`src/common/gb_defs.svh`:
```
`ifndef GB_DEFS_SVH
`define GB_DEFS_SVH

// Cartridge ROM occupies the bottom 32 KiB.
`define GB_CART_ROM_END      16'h7FFF

`define GB_VRAM_START        16'h8000
`define GB_VRAM_END          16'h9FFF

// External RAM on the cartridge.
`define GB_CART_RAM_START    16'hA000
`define GB_CART_RAM_END      16'hBFFF

// Work RAM on the board.
`define GB_WRAM_START        16'hC000
`define GB_WRAM_END          16'hDFFF

// Boot ROM overlay covers the first 256 bytes.
`define GB_BOOTROM_END       16'h00FF

// Nonzero write here unmaps the boot ROM.
`define GB_BOOT_OFF_ADR      16'hFF50

// Clocks per UART bit, small so that simulation stays short.
`define GB_UART_CLKS_PER_BIT 16

`endif

```
`src/common/gb_bus_pkg.sv`:
```
`default_nettype none

package gb_bus_pkg;

	// 16-bit address as issued by the CPU.
	typedef logic [15:0] cpu_adr_t;

	// Flat 21-bit address on the external memory pins.
	typedef logic [20:0] cart_adr_t;

	typedef logic [7:0] byte_t;

	// One CPU bus cycle, read and write are single-cycle strobes.
	typedef struct packed {
		cpu_adr_t adr;
		byte_t    data;
		logic     read;
		logic     write;
	} bus_req_t;

	// Bus cycle after memory map decode.
	typedef struct packed {
		bus_req_t req;
		logic     sel_bootrom;
		logic     sel_vram;
		logic     sel_ram;
		logic     sel_cart_rom;
		logic     sel_cart_ram;
	} dec_req_t;

endpackage

`default_nettype wire

```
`src/common/gb_loader_pkg.sv`:
```
`default_nettype none

package gb_loader_pkg;

	import gb_bus_pkg::*;

	// Serial receiver states, one frame is 8N1.
	typedef enum logic [1:0] {
		RX_IDLE,
		RX_START,
		RX_DATA,
		RX_STOP
	} rx_state_e;

	// Record framing, three address bytes then one data byte.
	typedef enum logic [1:0] {
		LD_ADR_HI,
		LD_ADR_MID,
		LD_ADR_LO,
		LD_DATA
	} ld_state_e;

	// One cartridge ROM write from the loader.
	typedef struct packed {
		cart_adr_t adr;
		byte_t     data;
		logic      write;
	} ld_write_t;

endpackage

`default_nettype wire

```
`src/hdl/cart_bus.sv`:
```
`timescale 1ns/1ns
`default_nettype none

module cart_bus
	import gb_bus_pkg::*;
	import gb_loader_pkg::*;
(
	input  wire logic     clk,
	input  wire logic     rst,
	input  wire logic     prog_mode,
	input  wire logic     emu_mbc,
	input  wire bus_req_t cpu_req,
	input  wire logic     rx,
	output cart_adr_t     ext_adr,
	output byte_t         ext_data,
	output logic          n_read,
	output logic          n_write,
	output logic          n_ram_cs,
	output logic          n_cart_cs,
	output logic          n_crom_cs,
	output logic          n_cram_cs,
	output logic          n_vram_cs,
	output logic          n_bootrom_cs
);

	dec_req_t  dec;
	cart_adr_t mbc_adr;
	byte_t     mbc_data;
	logic      mbc_read;
	logic      mbc_write;
	logic      mbc_rom;
	logic      mbc_ram;
	logic      mbc_wram;
	logic      mbc_vram;
	logic      mbc_boot;
	byte_t     rx_byte;
	logic      rx_valid;
	ld_write_t ld;

	gb_memmap u_memmap (
		.clk (clk),
		.rst (rst),
		.req (cpu_req),
		.dec (dec)
	);

	mbc_chip u_mbc (
		.clk         (clk),
		.rst         (rst),
		.emu_mbc     (emu_mbc),
		.dec         (dec),
		.ext_adr     (mbc_adr),
		.ext_data    (mbc_data),
		.read        (mbc_read),
		.write       (mbc_write),
		.sel_rom     (mbc_rom),
		.sel_ram     (mbc_ram),
		.sel_wram    (mbc_wram),
		.sel_vram    (mbc_vram),
		.sel_bootrom (mbc_boot)
	);

	uart_rx u_uart_rx (
		.clk      (clk),
		.rst      (rst),
		.rx       (rx),
		.rx_byte  (rx_byte),
		.rx_valid (rx_valid)
	);

	prog_loader u_loader (
		.clk      (clk),
		.rst      (rst),
		.enable   (prog_mode),
		.rx_byte  (rx_byte),
		.rx_valid (rx_valid),
		.ld       (ld)
	);

	// Pin address and data.
	always_ff @(posedge clk) begin
		if (prog_mode) begin
			ext_adr  <= ld.adr;
			ext_data <= ld.data;
		end else begin
			ext_adr  <= mbc_adr;
			ext_data <= mbc_data;
		end
	end

	// Strobes and chip selects, all active low.
	always_ff @(posedge clk) begin
		if (rst) begin
			n_read       <= 1'b1;
			n_write      <= 1'b1;
			n_ram_cs     <= 1'b1;
			n_cart_cs    <= 1'b1;
			n_crom_cs    <= 1'b1;
			n_cram_cs    <= 1'b1;
			n_vram_cs    <= 1'b1;
			n_bootrom_cs <= 1'b1;
		end else if (prog_mode) begin
			// Loader only ever writes cartridge ROM.
			n_read       <= 1'b1;
			n_write      <= !ld.write;
			n_ram_cs     <= 1'b1;
			n_cart_cs    <= 1'b1;
			n_crom_cs    <= !ld.write;
			n_cram_cs    <= 1'b1;
			n_vram_cs    <= 1'b1;
			n_bootrom_cs <= 1'b1;
		end else begin
			n_read       <= !mbc_read;
			n_write      <= !mbc_write;
			n_ram_cs     <= !mbc_wram;
			n_cart_cs    <= !(mbc_rom || mbc_ram);
			n_crom_cs    <= !(emu_mbc && mbc_rom);
			n_cram_cs    <= !(emu_mbc && mbc_ram);
			n_vram_cs    <= !mbc_vram;
			n_bootrom_cs <= !mbc_boot;
		end
	end

endmodule

`default_nettype wire

```
`src/hdl/gb_memmap.sv`:
```
`timescale 1ns/1ns
`default_nettype none

`include "gb_defs.svh"

module gb_memmap
	import gb_bus_pkg::*;
(
	input  wire logic     clk,
	input  wire logic     rst,
	input  wire bus_req_t req,
	output dec_req_t      dec
);

	bus_req_t req_q;
	logic     boot_on;
	logic     access;
	logic     in_boot;

	// Request register, first pipeline stage.
	always_ff @(posedge clk) begin
		if (rst) begin
			req_q.read  <= 1'b0;
			req_q.write <= 1'b0;
		end else begin
			req_q.read  <= req.read;
			req_q.write <= req.write;
		end
		req_q.adr  <= req.adr;
		req_q.data <= req.data;
	end

	// Boot overlay stays off until the next reset.
	always_ff @(posedge clk) begin
		if (rst)
			boot_on <= 1'b1;
		else if (req_q.write && req_q.adr == `GB_BOOT_OFF_ADR && req_q.data != 8'h00)
			boot_on <= 1'b0;
	end

	assign access  = req_q.read || req_q.write;
	assign in_boot = boot_on && req_q.adr <= `GB_BOOTROM_END;

	always_comb begin
		dec              = '0;
		dec.req          = req_q;
		dec.sel_bootrom  = access && in_boot;
		// Boot ROM shadows the low end of cartridge ROM.
		dec.sel_cart_rom = access && !in_boot && req_q.adr <= `GB_CART_ROM_END;
		dec.sel_vram     = access && req_q.adr >= `GB_VRAM_START &&
		                   req_q.adr <= `GB_VRAM_END;
		dec.sel_cart_ram = access && req_q.adr >= `GB_CART_RAM_START &&
		                   req_q.adr <= `GB_CART_RAM_END;
		dec.sel_ram      = access && req_q.adr >= `GB_WRAM_START &&
		                   req_q.adr <= `GB_WRAM_END;
	end

	// Regions never overlap.
	a_sel_onehot: assert property (@(posedge clk) disable iff (rst)
		$onehot0({dec.sel_bootrom, dec.sel_vram, dec.sel_ram,
		          dec.sel_cart_rom, dec.sel_cart_ram}))
		else $error("gb_memmap: more than one region selected");

endmodule

`default_nettype wire

```
`src/hdl/mbc_chip.sv`:
```
`timescale 1ns/1ns
`default_nettype none

`include "gb_defs.svh"

module mbc_chip
	import gb_bus_pkg::*;
(
	input  wire logic     clk,
	input  wire logic     rst,
	input  wire logic     emu_mbc,
	input  wire dec_req_t dec,
	output cart_adr_t     ext_adr,
	output byte_t         ext_data,
	output logic          read,
	output logic          write,
	output logic          sel_rom,
	output logic          sel_ram,
	output logic          sel_wram,
	output logic          sel_vram,
	output logic          sel_bootrom
);

	logic       ram_enable;
	logic [4:0] rom_bank;
	logic [1:0] upper_bank;
	logic       reg_wr;

	// Writes into the ROM area program the bank registers instead.
	assign reg_wr = emu_mbc && dec.req.write && dec.req.adr <= `GB_CART_ROM_END;

	always_ff @(posedge clk) begin
		if (rst) begin
			ram_enable <= 1'b0;
			rom_bank   <= 5'd1;
			upper_bank <= 2'd0;
		end else if (reg_wr) begin
			case (dec.req.adr[14:13])
				2'b00: ram_enable <= dec.req.data[3:0] == 4'hA;
				// Bank 0 is not selectable in the upper window.
				2'b01: rom_bank <= (dec.req.data[4:0] == 5'd0) ? 5'd1 : dec.req.data[4:0];
				2'b10: upper_bank <= dec.req.data[1:0];
				default: ;
			endcase
		end
	end

	// Address translation.
	always_comb begin
		ext_adr = cart_adr_t'(dec.req.adr);
		if (emu_mbc) begin
			if (dec.sel_cart_rom && dec.req.adr[14])
				ext_adr = {upper_bank, rom_bank, dec.req.adr[13:0]};
			else if (dec.sel_cart_ram)
				ext_adr = {6'd0, upper_bank, dec.req.adr[12:0]};
		end
	end

	assign ext_data    = dec.req.data;
	assign read        = dec.req.read;
	assign write       = dec.req.write && !reg_wr;
	assign sel_rom     = dec.sel_cart_rom && !reg_wr;
	// Without emulation the cartridge gates its own RAM.
	assign sel_ram     = dec.sel_cart_ram && (ram_enable || !emu_mbc);
	assign sel_wram    = dec.sel_ram;
	assign sel_vram    = dec.sel_vram;
	assign sel_bootrom = dec.sel_bootrom;

	a_rom_ram_excl: assert property (@(posedge clk) disable iff (rst)
		!(sel_rom && sel_ram))
		else $error("mbc_chip: ROM and RAM selected together");

endmodule

`default_nettype wire

```
`src/loader/prog_loader.sv`:
```
`timescale 1ns/1ns
`default_nettype none

module prog_loader
	import gb_bus_pkg::*;
	import gb_loader_pkg::*;
(
	input  wire logic  clk,
	input  wire logic  rst,
	input  wire logic  enable,
	input  wire byte_t rx_byte,
	input  wire logic  rx_valid,
	output ld_write_t  ld
);

	ld_state_e state;
	cart_adr_t adr_q;
	byte_t     data_q;
	logic      write_q;

	// Record framing.
	always_ff @(posedge clk) begin
		if (rst) begin
			state   <= LD_ADR_HI;
			write_q <= 1'b0;
		end else begin
			write_q <= 1'b0;
			if (!enable)
				state <= LD_ADR_HI;
			else if (rx_valid) begin
				case (state)
					LD_ADR_HI:  state <= LD_ADR_MID;
					LD_ADR_MID: state <= LD_ADR_LO;
					LD_ADR_LO:  state <= LD_DATA;
					LD_DATA: begin
						write_q <= 1'b1;
						state   <= LD_ADR_HI;
					end
					default: state <= LD_ADR_HI;
				endcase
			end
		end
	end

	// Address comes MSB first.
	always_ff @(posedge clk) begin
		if (enable && rx_valid) begin
			case (state)
				// Only 21 address bits exist.
				LD_ADR_HI:  adr_q[20:16] <= rx_byte[4:0];
				LD_ADR_MID: adr_q[15:8]  <= rx_byte;
				LD_ADR_LO:  adr_q[7:0]   <= rx_byte;
				LD_DATA:    data_q       <= rx_byte;
				default: ;
			endcase
		end
	end

	assign ld = '{adr: adr_q, data: data_q, write: write_q};

	a_no_write_disabled: assert property (@(posedge clk) disable iff (rst)
		!enable |=> !ld.write)
		else $error("prog_loader: write issued outside program mode");

endmodule

`default_nettype wire

```
`src/loader/uart_rx.sv`:
```
`timescale 1ns/1ns
`default_nettype none

`include "gb_defs.svh"

module uart_rx
	import gb_bus_pkg::*;
	import gb_loader_pkg::*;
(
	input  wire logic clk,
	input  wire logic rst,
	input  wire logic rx,
	output byte_t     rx_byte,
	output logic      rx_valid
);

	localparam int CLKS_PER_BIT = `GB_UART_CLKS_PER_BIT;
	localparam int CNT_W        = $clog2(CLKS_PER_BIT);
	localparam logic [CNT_W-1:0] LAST_CNT = CNT_W'(CLKS_PER_BIT - 1);
	localparam logic [CNT_W-1:0] HALF_CNT = CNT_W'(CLKS_PER_BIT / 2 - 1);

	logic [1:0]       rx_sync;
	logic             rx_s;
	rx_state_e        state;
	logic [CNT_W-1:0] cnt;
	logic [2:0]       bit_idx;
	byte_t            shreg;

	// Line idles high.
	always_ff @(posedge clk) begin
		if (rst)
			rx_sync <= 2'b11;
		else
			rx_sync <= {rx_sync[0], rx};
	end

	assign rx_s = rx_sync[1];

	always_ff @(posedge clk) begin
		if (rst) begin
			state    <= RX_IDLE;
			cnt      <= '0;
			bit_idx  <= '0;
			rx_valid <= 1'b0;
		end else begin
			rx_valid <= 1'b0;
			case (state)
				RX_IDLE: begin
					cnt <= '0;
					if (!rx_s)
						state <= RX_START;
				end
				RX_START: begin
					// Recheck at mid start bit to reject glitches.
					if (cnt == HALF_CNT) begin
						cnt     <= '0;
						bit_idx <= '0;
						state   <= rx_s ? RX_IDLE : RX_DATA;
					end else
						cnt <= cnt + 1'b1;
				end
				RX_DATA: begin
					if (cnt == LAST_CNT) begin
						cnt     <= '0;
						bit_idx <= bit_idx + 1'b1;
						if (bit_idx == 3'd7)
							state <= RX_STOP;
					end else
						cnt <= cnt + 1'b1;
				end
				RX_STOP: begin
					if (cnt == LAST_CNT) begin
						// Framing error drops the byte.
						rx_valid <= rx_s;
						state    <= RX_IDLE;
					end else
						cnt <= cnt + 1'b1;
				end
				default: state <= RX_IDLE;
			endcase
		end
	end

	// LSB arrives first.
	always_ff @(posedge clk) begin
		if (state == RX_DATA && cnt == LAST_CNT)
			shreg <= {rx_s, shreg[7:1]};
	end

	assign rx_byte = shreg;

endmodule

`default_nettype wire

```
`config.mk`:
```
export PLATFORM = sky130hd
export DESIGN_NAME = cart_bus
export DESIGN_NICKNAME = d
export VERILOG_FILES = /design/src/common/gb_bus_pkg.sv /design/src/common/gb_loader_pkg.sv /design/src/hdl/cart_bus.sv /design/src/hdl/gb_memmap.sv /design/src/hdl/mbc_chip.sv /design/src/loader/prog_loader.sv /design/src/loader/uart_rx.sv
export VERILOG_INCLUDE_DIRS = /design/src /design/src/common
export SDC_FILE = /design/constraint.sdc
export NUM_CORES = 1
export LEC_CHECK = 0
export BUFFER_PORTS_ARGS = -buffer_cell sky130_fd_sc_hd__buf_2
export CAP_MARGIN = 20
export CORE_AREA = 2 2 152 109
export CTS_CLUSTER_DIAMETER = 200
export DETAILED_ROUTE_END_ITERATION = 8
export DIE_AREA = 0 0 154 111
export SLEW_MARGIN = 15
export SYNTH_ARGS = -nofsm -noshare
export SYNTH_HDL_FRONTEND = slang
export SYNTH_HIERARCHICAL = 1
export SYNTH_SLANG_ARGS = --single-unit
```
`constraint.sdc`:
```
create_clock -name clk -period 1.9 [get_ports clk]
set_clock_uncertainty 0.15 [all_clocks]
set_input_delay 0.285 -clock clk [delete_from_list [all_inputs] [get_ports clk]]
set_output_delay 0.285 -clock clk [all_outputs]
set_load 0.03 [all_outputs]
```
== After elaboration in Yosys (flattened, before gate mapping) ==
Index checks and enable logic that the tools add are counted.

* Register bits after elaboration: 124
* Bits of input ports: 31
* Output and inout port bits: 37
* Logic and storage cells: 143

* Add/sub/neg operators: 2
* Order comparisons: 8
* Equal/unequal tests: 19
* Muxes and demuxes: 24
* Bitwise operators: 4
* Reduce and logical (&&, ||, !) cells: 56

{| class="wikitable"
|+ Operator list
! kind !! count
|-
| 21-bit two-way mux || 3
|-
| 16-bit >= comparator, second input constant || 3
|-
| 16-bit <= comparator, second input constant || 3
|-
| 1-bit logical AND || 22
|-
| 16-bit == test, second input constant || 1
|-
| 16-bit by 15-bit <= comparator with 1-bit output, second input constant || 1
|-
| 16-bit by 8-bit <= comparator with 1-bit output, second input constant || 1
|-
| 16-bit two-way mux || 1
|-
| 2-bit one-hot mux with 4 select lines || 2
|-
| 4-bit one-hot mux with 4 select lines || 1
|-
| 2-bit AND reduction || 7
|-
| 1-bit zero test || 12
|-
| 2-bit two-way mux || 6
|-
| 4-bit two-way mux || 3
|-
| 2-bit == test, second input constant || 5
|-
| 4-bit == test, second input constant || 2
|-
| 8-bit two-way mux || 1
|-
| 2-bit by 1-bit != test with 1-bit output, second input constant || 4
|-
| 8-bit nonzero test || 1
|-
| 2-bit by 1-bit == test with 1-bit output, second input constant || 3
|-
| 2-bit zero test || 3
|-
| 3-bit two-way mux || 2
|-
| 3-bit one-hot mux with 2 select lines || 1
|-
| 3-bit OR reduction || 2
|-
| other kinds (14) || 23
|}

== Longest topological paths before layout ==
Gate-level depths: netlist of the first run.

* Depth after elaboration: 9
* Mapped depth: 7
* Depth with buffers taken out: 6

== Cells and area by module ==
Netlist of the first run, hierarchy kept.

{| class="wikitable"
|+ By module, submodules not included
! module !! times used !! cells an instance !! area an instance (um2) !! seq. area each (um2)
|-
| cart_bus || 1 || 82 || 1,312.5 || 740.7
|-
| prog_loader || 1 || 50 || 1,063.5 || 930.9
|-
| uart_rx || 1 || 76 || 865.8 || 480.5
|-
| gb_memmap || 1 || 50 || 683.2 || 540.5
|-
| mbc_chip || 1 || 84 || 678.2 || 160.2
|}

== Worst setup path before layout of the first run ==
No wires, ideal clock.

* Path type: reg2reg
* Start: reg u_memmap.req_q (netlist bit u_memmap/dec[29])
* End: reg ext_adr[14]
* Library setup time: 121 ps
* Arrival: 1,641 ps
* Data required time: 1,629 ps
* Setup slack: -12 ps
* Cell stages (with the launch flop): 8
* Buffers on the path: 1
* Period minus slack after synthesis: 1,912 ps
* Cells stage by stage: dfxtp_1 > nor4b_1 > a211oi_1 > and3_1 > clkbuf_1 > nor2b_1 > a21oi_1 > mux2_4

{| class="wikitable"
|+ RTL lines
! element !! RTL line !! source
|-
| start, declared || gb_memmap.sv:15 || <nowiki>bus_req_t req_q;</nowiki>
|-
| end signal, assigned || cart_bus.sv:83 || <nowiki>ext_adr <= ld.adr;</nowiki>
|-
| end signal, assigned || cart_bus.sv:86 || <nowiki>ext_adr <= mbc_adr;</nowiki>
|-
| end, declared || cart_bus.sv:14 || <nowiki>output cart_adr_t ext_adr,</nowiki>
|}

==> load_flow_metrics.sql, run 1 <==
INSERT INTO impl_metrics (metric_group, metric, value, unit) VALUES
('grt', 'globalRoute.totalOverflow', '0', ''),
('drt', 'vias_per_cell', '4.26', ''),
('die', 'design.die.area', '17100', 'µm²'),
('placed_design', 'dpl.cell_count', '588', ''),
('flow_run', 'maxCapViolCount', '0', ''),
('grt', 'grt_max_degree', '24', ''),
('die', 'chipWidth', '154', 'µm'),
('drt', 'detail-route-antenna-nets', '0', ''),
('grt', 'gr_usage_total', '0.119', ''),
('worst_setup_path', 'r2r-start', 'u_memmap/dec[24]', ''),
('die', 'std_cell_rows', '39', ''),
('drt', 'detail_route.drc_violations', '0', ''),
('synth', 'synth_largest_type_area_fraction', '0.378', ''),
('synth', 'post_synth_xor_area_fraction', '0.00353', ''),
('synth', 'synth.ff_latch_count', '124', ''),
('worst_setup_path', 'worst_setup_path_startpoint', 'u_memmap/dec[24]', ''),
('worst_setup_path', 'critPathCaptureType', 'register', ''),
('cts', 'insertion_delay', '410', 'ps'),
('placed_design', 'io_buffer_count', '67', ''),
('timing', 'finalWorstSetupSlack', '92.1', 'ps'),
('synth', 'synth_most_common_cell', 'dfxtp_1', ''),
('synth', 'ys_seq_area_frac', '0.620', ''),
('timing', 'maximum_frequency_from_static_timing_analysis', '553', 'MHz'),
('worst_setup_path', 'cp_max_fo', '3', ''),
('layout', 'nFillCells', '1515', ''),
('timing', 'timing_hold_violations_final', '0', ''),
('power', 'power_density', '1050', 'nW/µm²'),
('synth', 'synthesis.nets', '380', ''),
('layout', 'multi_input_area', '1440', 'µm²'),
('synth', 'yosys-top-cells-area', 'dfxtp_1 (38%), edfxtp_1 (24%), mux2_4 (9.1%)', ''),
('placed_design', 'routabilityCongestion', '0.781', ''),
('cts', 'cts_max_level', '4', ''),
('layout', 'seqCellArea', '2860', 'µm²'),
('drt', 'avgRoutedWirePerCell', '14.7', 'µm'),
('timing', 'min_period_over_period', '0.952', ''),
('synth', 'ys_warn_count', '6', ''),
('synth', 'mappedNetlistArea', '4600', 'µm²'),
('layout', 'area_growth', '27.5', '%'),
('timing', 'rsz0062_at_grt', 'true', ''),
('die', 'floorplan.initialDensity', '0.290', ''),
('drt', 'routed-via-count', '2762', ''),
('grt', 'grt_first_pass_wirelength', '15.2', 'mm'),
('timing', 'timing.final.max_slew_violations', '0', ''),
('worst_setup_path', 'critPathArrivalTime', '1950', 'ps'),
('worst_setup_path', 'start_kind', 'register', ''),
('cts', 'clk_path_buf_depth', '2', ''),
('min_path', 'min-delay-path-class', 'input pin to register', ''),
('placed_design', 'dp_hpwl', '6.72', 'mm'),
('cts', 'cts_num_sinks', '124', ''),
('timing', 'worstMarginPinSlew', '483', 'ps'),
('timing', 'setup_viol', '0', ''),
('synth', 'synth_top_family_by_area', 'multiplexers', ''),
('synth', 'synth_top_cell_by_area', 'dfxtp_1', ''),
('synth', 'synth.lib_cells_used.distinct', '51', ''),
('grt', 'first_global_vias', '2871', ''),
('synth', 'synth.avg_cell_area', '13.5', 'µm²'),
('worst_setup_path', 'worst-endpoint-required', '2050', 'ps'),
('placed_design', 'preCtsSetupSlack', '-52.2', 'ps'),
('min_path', 'min-delay-start', 'rst', ''),
('layout', 'nets', '469', ''),
('power', 'static-leakage-power', '2.34', 'nW'),
('timing', 'finalSetupTns', '0', 'ps'),
('drt', 'drt_iter0_markers', '193', ''),
('outcome', 'status', 'finished clean', ''),
('synth', 'synthArstFlopShare', '0', ''),
('cts', 'ctsRootBufferMaster', 'clkbuf_16', ''),
('power', 'max-vdd-ir-drop', '419', 'µV'),
('synth', 'yosys.area_share.simple', '0.114', ''),
('synth', 'synth_fa_ha_area_frac', '0.0190', ''),
('drt', 'detail_route.wirelength', '9.56', 'mm'),
('layout', 'antenna-diode-count', '0', '');
[kinds of logic (layout without fill, tap and decap cells)]
logic type               after synthesis  count (layout)
multiplexers                          39              39
AND/OR/NAND/NOR                       91              91
adder cells (fa/ha/maj)                7               7
flip-flops                           124             124
buffers and inverters                 47             149
AO/OA/AOI/OAI                         33              33
XOR/XNOR                               1               1
[through the flow]
| stage | total power [mW] | instance area [µm²] |
|---|---|---|
| after global routing | 6.40 | 5870 |
| after global placement | 3.17 | 4970 |
| after detailed placement | 3.17 | 4970 |
| final | 6.18 | 5870 |
| after CTS | 6.25 | 5830 |
| after floorplan | 3.10 | 4600 |
[sequential cells by signal (all words and copies together), names as in the netlist, 2 cells and up, named ones only]
signal,flops
ext_data,8
u_loader/state,2
u_mbc/rom_bank,5
ext_adr,21
u_loader/data_q,8
u_uart_rx/bit_idx,3
u_loader/adr_q,21
u_mbc/upper_bank,2
u_memmap/dec,26
u_uart_rx/cnt,4
u_uart_rx/rx_sync,2
u_uart_rx/rx_byte,8
[cell type report]
class	instances	area share
Clock buffer	26	0.0906
Clock inverter	6	0.00554
Timing Repair Buffer	107	0.120
Inverter	10	0.00640
Multi-Input combinational cell	171	0.246
Sequential cell	124	0.487
Tap cell	205	0.0437
[layer usage]
layer | vias up | global-route usage | part of all wire
met2 | 63 | 0.179 | 0.44
met3 | 6 | 0.0493 | 0.052
met5 | - | 0 | 0
met1 | 1326 | 0.155 | 0.50
met4 | 0 | 0.0405 | 0.0066
li1 | 1367 | - | -
[repair_timing]
item	in CTS	in global routing
pin swaps	0	3
endpoints found under the hold margin	28	0
hold buffers	28	0
resized for setup	3	7
cloned	0	0
setup endpoints to repair	1	8
buffers inserted	0	1
[worst paths after layout]
| kind | to | slack (ps) | depth (start not counted) |
|---|---|---|---|
| worst max register to register | ext_adr[13] | 90 | 6 |
| worst min-delay path | u_mbc/rom_bank[3] | 70 | 3 |
| worst max-delay path | ext_adr[13] | 90 | 6 |
| worst min register to register | u_uart_rx/rx_sync[1] | 260 | 1 |
[cell usage in the layout (no fill, tap or decap), drive strengths merged, types with 4 or more instances in the layout]
master / Yosys / final
dfxtp: 87 / 87
buf: 34 / 79
edfxtp: 37 / 37
mux2: 30 / 30
dlygate4sd3: 0 / 28
clkbuf: 3 / 26
nand2: 23 / 23
nor2: 12 / 12
inv: 10 / 10
mux2i: 9 / 9
a21oi: 8 / 8
nand3: 7 / 7
ha: 7 / 7
and2: 6 / 6
nor3: 6 / 6
and3: 6 / 6
a211oi: 6 / 6
o21ai: 5 / 5
clkinv: 0 / 5
nor4: 5 / 5
nor3b: 5 / 5
nand4: 4 / 4
[critical path, cell delays in order, from the launching register on]
cell and delay [ps]:
dfxtp_2 340, nor4_4 320, a211oi_2 130, nand2_1 90, nand3_1 100, mux2_2 300
mux2_4 270
[power by group]
group	total [mW]	internal, mW	switching (mW)
combinational	0.344	0.170	0.174
sequential	2.83	2.78	0.0452
clock	3.01	1.92	1.10
Power figures use the tool's default switching activity.
==> inputs of run 2 (changes only) <==
--- a/config.mk
+++ b/config.mk
@@ -8,10 +8,9 @@
 export LEC_CHECK = 0
 export BUFFER_PORTS_ARGS = -buffer_cell sky130_fd_sc_hd__buf_2
 export CAP_MARGIN = 20
-export CORE_AREA = 2 2 152 109
-export CTS_CLUSTER_DIAMETER = 200
+export CORE_AREA = 2 2 91 181
 export DETAILED_ROUTE_END_ITERATION = 8
-export DIE_AREA = 0 0 154 111
+export DIE_AREA = 0 0 93 183
 export SLEW_MARGIN = 15
 export SYNTH_ARGS = -nofsm -noshare
 export SYNTH_HDL_FRONTEND = slang
==> run 2 against run 1 <==
  * Critical endpoint unchanged
  * Highest routed layer unchanged
  * Power shrank 0.43%
  * Die area decreased by 0.44%
  * Register-to-register slack is essentially flat
  * Fmax is 0.54% higher
  * Setup slack improved by 9.7 ps
  * Worst hold slack worse by 26 ps
  * Final cell count decreased by 0.31%
  * Non-clock buffer count up 2
  * Combinational power about the same
==> load_flow_metrics.sql, run 2 (synthesized netlist as in run 1, its figures left out) <==
INSERT INTO impl_metrics (metric_group, metric, value, unit) VALUES
('outcome', 'status', 'finished clean', ''),
('worst_setup_path', 'start_kind', 'register', ''),
('cts', 'cts_max_level', '4', ''),
('drt', 'routed-via-count', '2743', ''),
('die', 'dieHeight', '183', 'µm'),
('power', 'power_density', '1050', 'nW/µm²'),
('power', 'static-leakage-power', '2.33', 'nW'),
('grt', 'grt_max_degree', '24', ''),
('die', 'design.die.area', '17000', 'µm²'),
('timing', 'maxSlewHeadroom', '0.720', ''),
('layout', 'final_common_cell', 'dfxtp_1', ''),
('timing', 'rsz0062_at_grt', 'false', ''),
('cts', 'cts_post_setup_buffers_inserted', '0', ''),
('grt', 'first_global_vias', '2726', ''),
('worst_setup_path', 'crit_type', 'register to register', ''),
('power', 'max-vdd-ir-drop', '594', 'µV'),
('grt', 'grt_first_pass_wirelength', '14.0', 'mm'),
('drt', 'drt_iter0_markers', '80', ''),
('placed_design', 'routabilityCongestion', '0.721', ''),
('worst_setup_path', 'critPathCaptureType', 'register', ''),
('drt', 'detail_route.wirelength', '8.98', 'mm'),
('flow_run', 'maxCapViolCount', '0', ''),
('worst_setup_path', 'worst-endpoint-required', '2040', 'ps'),
('drt', 'detail-route-antenna-nets', '0', ''),
('timing', 'min_period_over_period', '0.946', ''),
('grt', 'number_of_antenna_violations_at_the_first_check_in_global_routing', '0', ''),
('die', 'core_area', '15600', 'µm²'),
('cts', 'insertion_delay', '400', 'ps'),
('die', 'io-pin-count', '68', ''),
('timing', 'finalHoldWorstSlack', '45.6', 'ps'),
('cts', 'cts_num_sinks', '124', ''),
('placed_design', 'io_buffer_count', '67', ''),
('die', 'chipWidth', '93', 'µm'),
('timing', 'period_minus_slack', '1800', 'ps'),
('timing', 'timing_hold_violations_final', '0', ''),
('die', 'floorplan.initialDensity', '0.295', ''),
('timing', 'maximum_frequency_from_static_timing_analysis', '556', 'MHz'),
('worst_setup_path', 'critPathArrivalTime', '1940', 'ps'),
('cts', 'clk_transition_reported_paths', '50', 'ps'),
('placed_design', 'dpl.cell_count', '587', ''),
('layout', 'regMostFlops', 'u_memmap/dec', ''),
('placed_design', 'dp_hpwl', '6.22', 'mm'),
('power', 'total_power', '6.16', 'mW'),
('layout', 'final_layout_size_suffix_gt1_frac', '0.357', ''),
('drt', 'detail_route.drc_violations', '0', ''),
('cts', 'ctsRootBufferMaster', 'clkbuf_16', ''),
('timing', 'setup_viol', '0', ''),
('grt', 'gr_usage_total', '0.109', ''),
('layout', 'final_cells', '647', ''),
('cts', 'clk_path_buf_depth', '2', ''),
('placed_design', 'placed_cell_area', '4990', 'µm²'),
('layout', 'layout_top_registers', 'u_memmap/dec: 26 flops, ext_adr: 21 flops, u_loader/adr_q: 21 flops', ''),
('worst_setup_path', 'cp_max_fo', '3', ''),
('min_path', 'min-delay-path-class', 'input pin to register', ''),
('drt', 'detailedRoute.firstPassIterationCount', '4', ''),
('die', 'std_cell_rows', '65', ''),
('layout', 'number_of_flip_flops_under_the_largest_register_name', '26', ''),
('cts', 'cts_tree', 'built', ''),
('timing', 'worstMarginPinSlew', '419', 'ps'),
('layout', 'antenna-diode-count', '0', ''),
('drt', 'vias_per_cell', '4.24', ''),
('layout', 'area_growth', '27.3', '%'),
('drt', 'avgRoutedWirePerCell', '13.9', 'µm'),
('layout', 'design_area', '5860', 'µm²'),
('layout', 'nets', '471', ''),
('layout', 'layout.core_utilization', '0.375', ''),
('timing', 'timing.final.max_slew_violations', '0', ''),
('layout', 'final_cell_mix', 'dfxtp_1 (86), buf_2 (67), edfxtp_1 (37)', ''),
('grt', 'globalRoute.totalOverflow', '0', ''),
('cts', 'cts_buffers', '17', '');
==> run 2: report_power, final <==
| part | switching, mW | internal (mW) |
|---|---|---|
| Combinational | 0.176 | 0.172 |
| Clock | 1.09 | 1.90 |
| Sequential | 0.0404 | 2.78 |
| Total | 1.31 | 4.85 |
==> run 2: cell type report <==
| type | instances | area [µm²] |
|---|---|---|
| flip-flops and latches | 124 | 2850 |
| clock inverters | 14 | 129 |
| clock buffers | 18 | 429 |
| inverters | 10 | 37.5 |
| well taps | 201 | 251 |
| repair buffers | 109 | 721 |
| multi-input cells | 171 | 1440 |
| fillers | 1522 | 9760 |
==> run 2: routing by layer <==
layer  GRT usage  vias up  wire (µm)
li1            -     1374          -
met5           0        -          0
met1       0.133     1268       4090
met3      0.0333       14        460
met2       0.177       87       4290
met4      0.0506        0        139
==> run 2: worst max-delay path, cell delays in order, from the launching register on <==
cell      delay [ps]
dfxtp_1          430
nor4b_4           80
a211oi_2         250
nand2_1          100
nand3_1          100
mux2_2           330
mux2_4           260
==> run 2: path summary, 6_finish.rpt <==
check                                       from                 to  slack, ps  depth (start not counted)
worst min-delay path                         rst  u_mbc/rom_bank[3]         50                          3
worst min register to register   u_memmap/dec[6]             n_read        260                          1
worst max-delay path            u_memmap/dec[23]        ext_adr[13]        100                          6
worst max register to register  u_memmap/dec[23]        ext_adr[13]        100                          6
==> run 2: metrics by stage <==
stage	setup WS, ps	TNS, ps
floorplan	41.5	0
global placement	6.12	0
detailed placement	-11.9	-14.0
CTS	8.73	0
global route	3.40	0
finish	102	0
==> run 2: repair_timing <==
action	4_1_cts	5_1_grt
pin swaps	1	1
resized for setup	2	5
hold endpoints to repair	28	0
endpoints found under the setup margin	2	3
gates cloned	0	0
hold buffers	28	0
==> inputs of run 3 (changes only) <==
--- a/config.mk
+++ b/config.mk
@@ -6,11 +6,13 @@
 export SDC_FILE = /design/constraint.sdc
 export NUM_CORES = 1
 export LEC_CHECK = 0
+export ABC_AREA = 1
 export BUFFER_PORTS_ARGS = -buffer_cell sky130_fd_sc_hd__buf_2
 export CAP_MARGIN = 20
-export CORE_AREA = 2 2 91 181
+export CORE_AREA = 2 2 92 182
+export CTS_CLUSTER_DIAMETER = 80
 export DETAILED_ROUTE_END_ITERATION = 8
-export DIE_AREA = 0 0 93 183
+export DIE_AREA = 0 0 94 184
 export SLEW_MARGIN = 15
 export SYNTH_ARGS = -nofsm -noshare
 export SYNTH_HDL_FRONTEND = slang
==> run 3 against run 2 <==
  * Register-to-register slack better by 60 ps
  * Combinational power is 7.5% higher
  * Sequential share of layout area is 0.93 points lower
  * Via count is 22% higher
  * Global-route usage is 1.6 points higher
  * Cell area is 1.9% higher
  * Synthesized cell count is 46% higher
  * Flip-flop and latch count stayed put
  * Utilization is 0.13 points higher
  * Die area is 1.6% higher
  * Wire length is 13% higher
  * Sequential power hardly changed
  * Critical endpoint is now ext_adr[14]
  * Highest routed layer unchanged
==> load_flow_metrics.sql, run 3 <==
INSERT INTO impl_metrics (metric_group, metric, value, unit) VALUES
('synth', 'synth_largest_type_area_fraction', '0.374', ''),
('placed_design', 'io_buffer_count', '67', ''),
('timing', 'rsz0062_at_grt', 'false', ''),
('layout', 'final_layout_size_suffix_gt1_frac', '0.219', ''),
('layout', 'regMostFlops', 'u_memmap/dec', ''),
('timing', 'timing.final.max_slew_violations', '0', ''),
('worst_setup_path', 'r2r-start', 'u_memmap/dec[5]', ''),
('synth', 'synthesis.nets', '538', ''),
('cts', 'cts_num_sinks', '124', ''),
('timing', 'maximum_frequency_from_static_timing_analysis', '574', 'MHz'),
('synth', 'synth_most_common_cell', 'nand2_1', ''),
('synth', 'synth.avg_cell_area', '9.32', 'µm²'),
('die', 'std_cell_rows', '65', ''),
('drt', 'routed-via-count', '3335', ''),
('timing', 'period_minus_slack', '1740', 'ps'),
('placed_design', 'dp_hpwl', '7.74', 'mm'),
('synth', 'synth.ff_latch_count', '124', ''),
('cts', 'cts_max_level', '4', ''),
('worst_setup_path', 'start_kind', 'register', ''),
('worst_setup_path', 'kind_of_cell_with_the_highest_combined_delay_on_the_critical_path', 'simple AND/OR/NAND/NOR gates', ''),
('layout', 'final_common_cell', 'nand2_1', ''),
('power', 'static-leakage-power', '2.70', 'nW'),
('synth', 'yosys-top-cells-area', 'dfxtp_1 (37%), edfxtp_1 (24%), nand2_1 (13%)', ''),
('drt', 'detail_route.drc_violations', '0', ''),
('layout', 'final_cells', '804', ''),
('worst_setup_path', 'critical_path_depth_in_cells', '7', ''),
('worst_setup_path', 'slowest_library_cell_on_the_worst_path', 'dfxtp_1', ''),
('worst_setup_path', 'crit_type', 'register to register', ''),
('die', 'io-pin-count', '68', ''),
('min_path', 'min-delay-start', 'rst', ''),
('worst_setup_path', 'cp_max_fo', '9', ''),
('cts', 'clk_path_buf_depth', '2', ''),
('flow_run', 'maxCapViolCount', '0', ''),
('cts', 'cts_post_setup_buffers_inserted', '0', ''),
('worst_setup_path', 'worst_path_largest_cell_delay', '400', 'ps'),
('min_path', 'hold-path-endpoint', 'u_uart_rx/cnt[0]', ''),
('cts', 'ctsRootBufferMaster', 'clkbuf_16', ''),
('die', 'chipWidth', '94', 'µm'),
('timing', 'timing_hold_violations_final', '0', ''),
('synth', 'ys_seq_area_frac', '0.612', ''),
('synth', 'number_of_synthesized_flops_with_an_enable_pin', '37', ''),
('layout', 'final_cell_mix', 'nand2_1 (158), dfxtp_1 (87), buf_2 (67)', ''),
('worst_setup_path', 'critPathCaptureType', 'register', ''),
('worst_setup_path', 'timing.reg2reg.setup_slack', '160', 'ps'),
('min_path', 'min_path_cells', '2', ''),
('timing', 'maxSlewHeadroom', '0.730', ''),
('drt', 'avgRoutedWirePerCell', '12.7', 'µm'),
('timing', 'min_period_over_period', '0.917', ''),
('synth', 'synth.lib_cells_used.distinct', '29', ''),
('worst_setup_path', 'critPathArrivalTime', '1890', 'ps'),
('die', 'dieHeight', '184', 'µm'),
('grt', 'number_of_antenna_violations_at_the_first_check_in_global_routing', '0', ''),
('layout', 'nFillCells', '1599', ''),
('drt', 'detailedRoute.firstPassIterationCount', '4', ''),
('cts', 'cts_tree', 'built', ''),
('layout', 'layout.core_utilization', '0.376', ''),
('synth', 'mappedNetlistArea', '4660', 'µm²'),
('worst_setup_path', 'r2r_end', 'ext_adr[14]', ''),
('layout', 'layout_top_registers', 'u_memmap/dec: 26 flops, ext_adr: 21 flops, u_loader/adr_q: 21 flops', ''),
('worst_setup_path', 'reg2regPathDepth', '7', ''),
('grt', 'grt_max_degree', '33', ''),
('grt', 'globalRoute.totalOverflow', '0', ''),
('die', 'core_area', '15900', 'µm²'),
('drt', 'detail_route.wirelength', '10.2', 'mm'),
('worst_setup_path', 'worst-endpoint-required', '2050', 'ps'),
('die', 'design.die.area', '17300', 'µm²'),
('layout', 'antenna-diode-count', '0', ''),
('layout', 'number_of_flip_flops_under_the_largest_register_name', '26', ''),
('layout', 'nets', '628', ''),
('timing', 'worstMarginPinSlew', '401', 'ps'),
('cts', 'cts_buffers', '17', ''),
('worst_setup_path', 'timing.critical_path.buf_inv', '0', ''),
('power', 'max-vdd-ir-drop', '544', 'µV'),
('drt', 'drt_iter0_markers', '122', ''),
('cts', 'clk_transition_reported_paths', '60', 'ps'),
('grt', 'first_global_vias', '3342', ''),
('drt', 'vias_per_cell', '4.15', ''),
('power', 'power_density', '1100', 'nW/µm²'),
('cts', 'insertion_delay', '410', 'ps'),
('layout', 'area_growth', '28.1', '%'),
('timing', 'setup_viol', '0', ''),
('timing', 'finalSetupTns', '0', 'ps'),
('synth', 'synthFlopType', 'dfxtp_1', ''),
('drt', 'detail-route-antenna-nets', '0', ''),
('synth', 'synth_top_cell_by_area', 'dfxtp_1', ''),
('grt', 'grt_first_pass_wirelength', '16.0', 'mm'),
('outcome', 'status', 'finished clean', ''),
('synth', 'ys_warn_count', '6', ''),
('synth', 'synthArstFlopShare', '0', ''),
('grt', 'gr_usage_total', '0.125', ''),
('worst_setup_path', 'crit_path_cell_trace', 'nor2_1 -> nor3_1 -> nand3_2 -> nor2_1 -> a31oi_1 -> nand2_1 -> nand2_1', ''),
('min_path', 'min-delay-path-class', 'input pin to register', ''),
('synth', 'synthesis.instances', '500', ''),
('synth', 'post_synth_most_frequent_cells', 'nand2_1 (158), dfxtp_1 (87), nor2_1 (56), inv_1 (43), edfxtp_1 (37)', ''),
('die', 'floorplan.initialDensity', '0.294', ''),
('placed_design', 'routabilityCongestion', '0.811', ''),
('placed_design', 'dpl.cell_count', '744', '');
-- run 3: routing by layer --
metal | up-vias | global-route usage | share of wire
li1 | 1721 | - | -
met1 | 1521 | 0.104 | 0.33
met2 | 70 | 0.250 | 0.60
met3 | 23 | 0.0320 | 0.033
met4 | 0 | 0.0765 | 0.036
met5 | - | 0 | 0
-- run 3: what timing repair did --
item	in CTS	in global routing
hold buffers	28	0
gates resized for setup	0	0
endpoints found under the hold margin	28	0
-- run 3: final cells by class --
cell class	instances	area, µm²	area share
sequential	124	2850	0.478
multi-input combinational	291	1350	0.227
timing repair buffer	107	706	0.118
clock buffer	17	425	0.0713
tap	201	251	0.0421
clock inverter	15	198	0.0331
inverter	49	184	0.0308
-- run 3: worst max-delay path by stage --
| stage | to | startpoint |
|---|---|---|
| after floorplan | ext_adr[14] | u_memmap/dec[29] |
| after detailed placement | ext_adr[14] | u_memmap/dec[5] |
| after CTS | ext_adr[14] | u_memmap/dec[5] |
| after global placement | ext_adr[14] | u_memmap/dec[5] |
| after global routing | ext_adr[15] | u_memmap/dec[30] |
| final | ext_adr[14] | u_memmap/dec[5] |
-- run 3: power breakdown --
part | total (mW) | switching (mW) | internal [mW]
sequential | 2.83 | 0.0411 | 2.79
clock | 3.34 | 1.16 | 2.19
combinational | 0.373 | 0.229 | 0.144
total | 6.54 | 1.43 | 5.12
-- run 3: cells by family after synthesis --
family          Yosys count  synth area share
fa+ha+maj                 7            0.0188
compound gates           22            0.0255
simple gates            262             0.246
buf+inv                  85            0.0972
flops                   124             0.612
-- run 3: metrics by stage --
stage                     hold slack, ps  area [µm²]  setup slack [ps]  total power [mW]
after global placement               238        5070               226              3.22
after global routing                 101        5970              28.5              6.79
final                               90.7        5970               158              6.54
after floorplan                      163        4660               280              3.12
after detailed placement             237        5070               174              3.22
after CTS                           86.9        5970               161              6.63
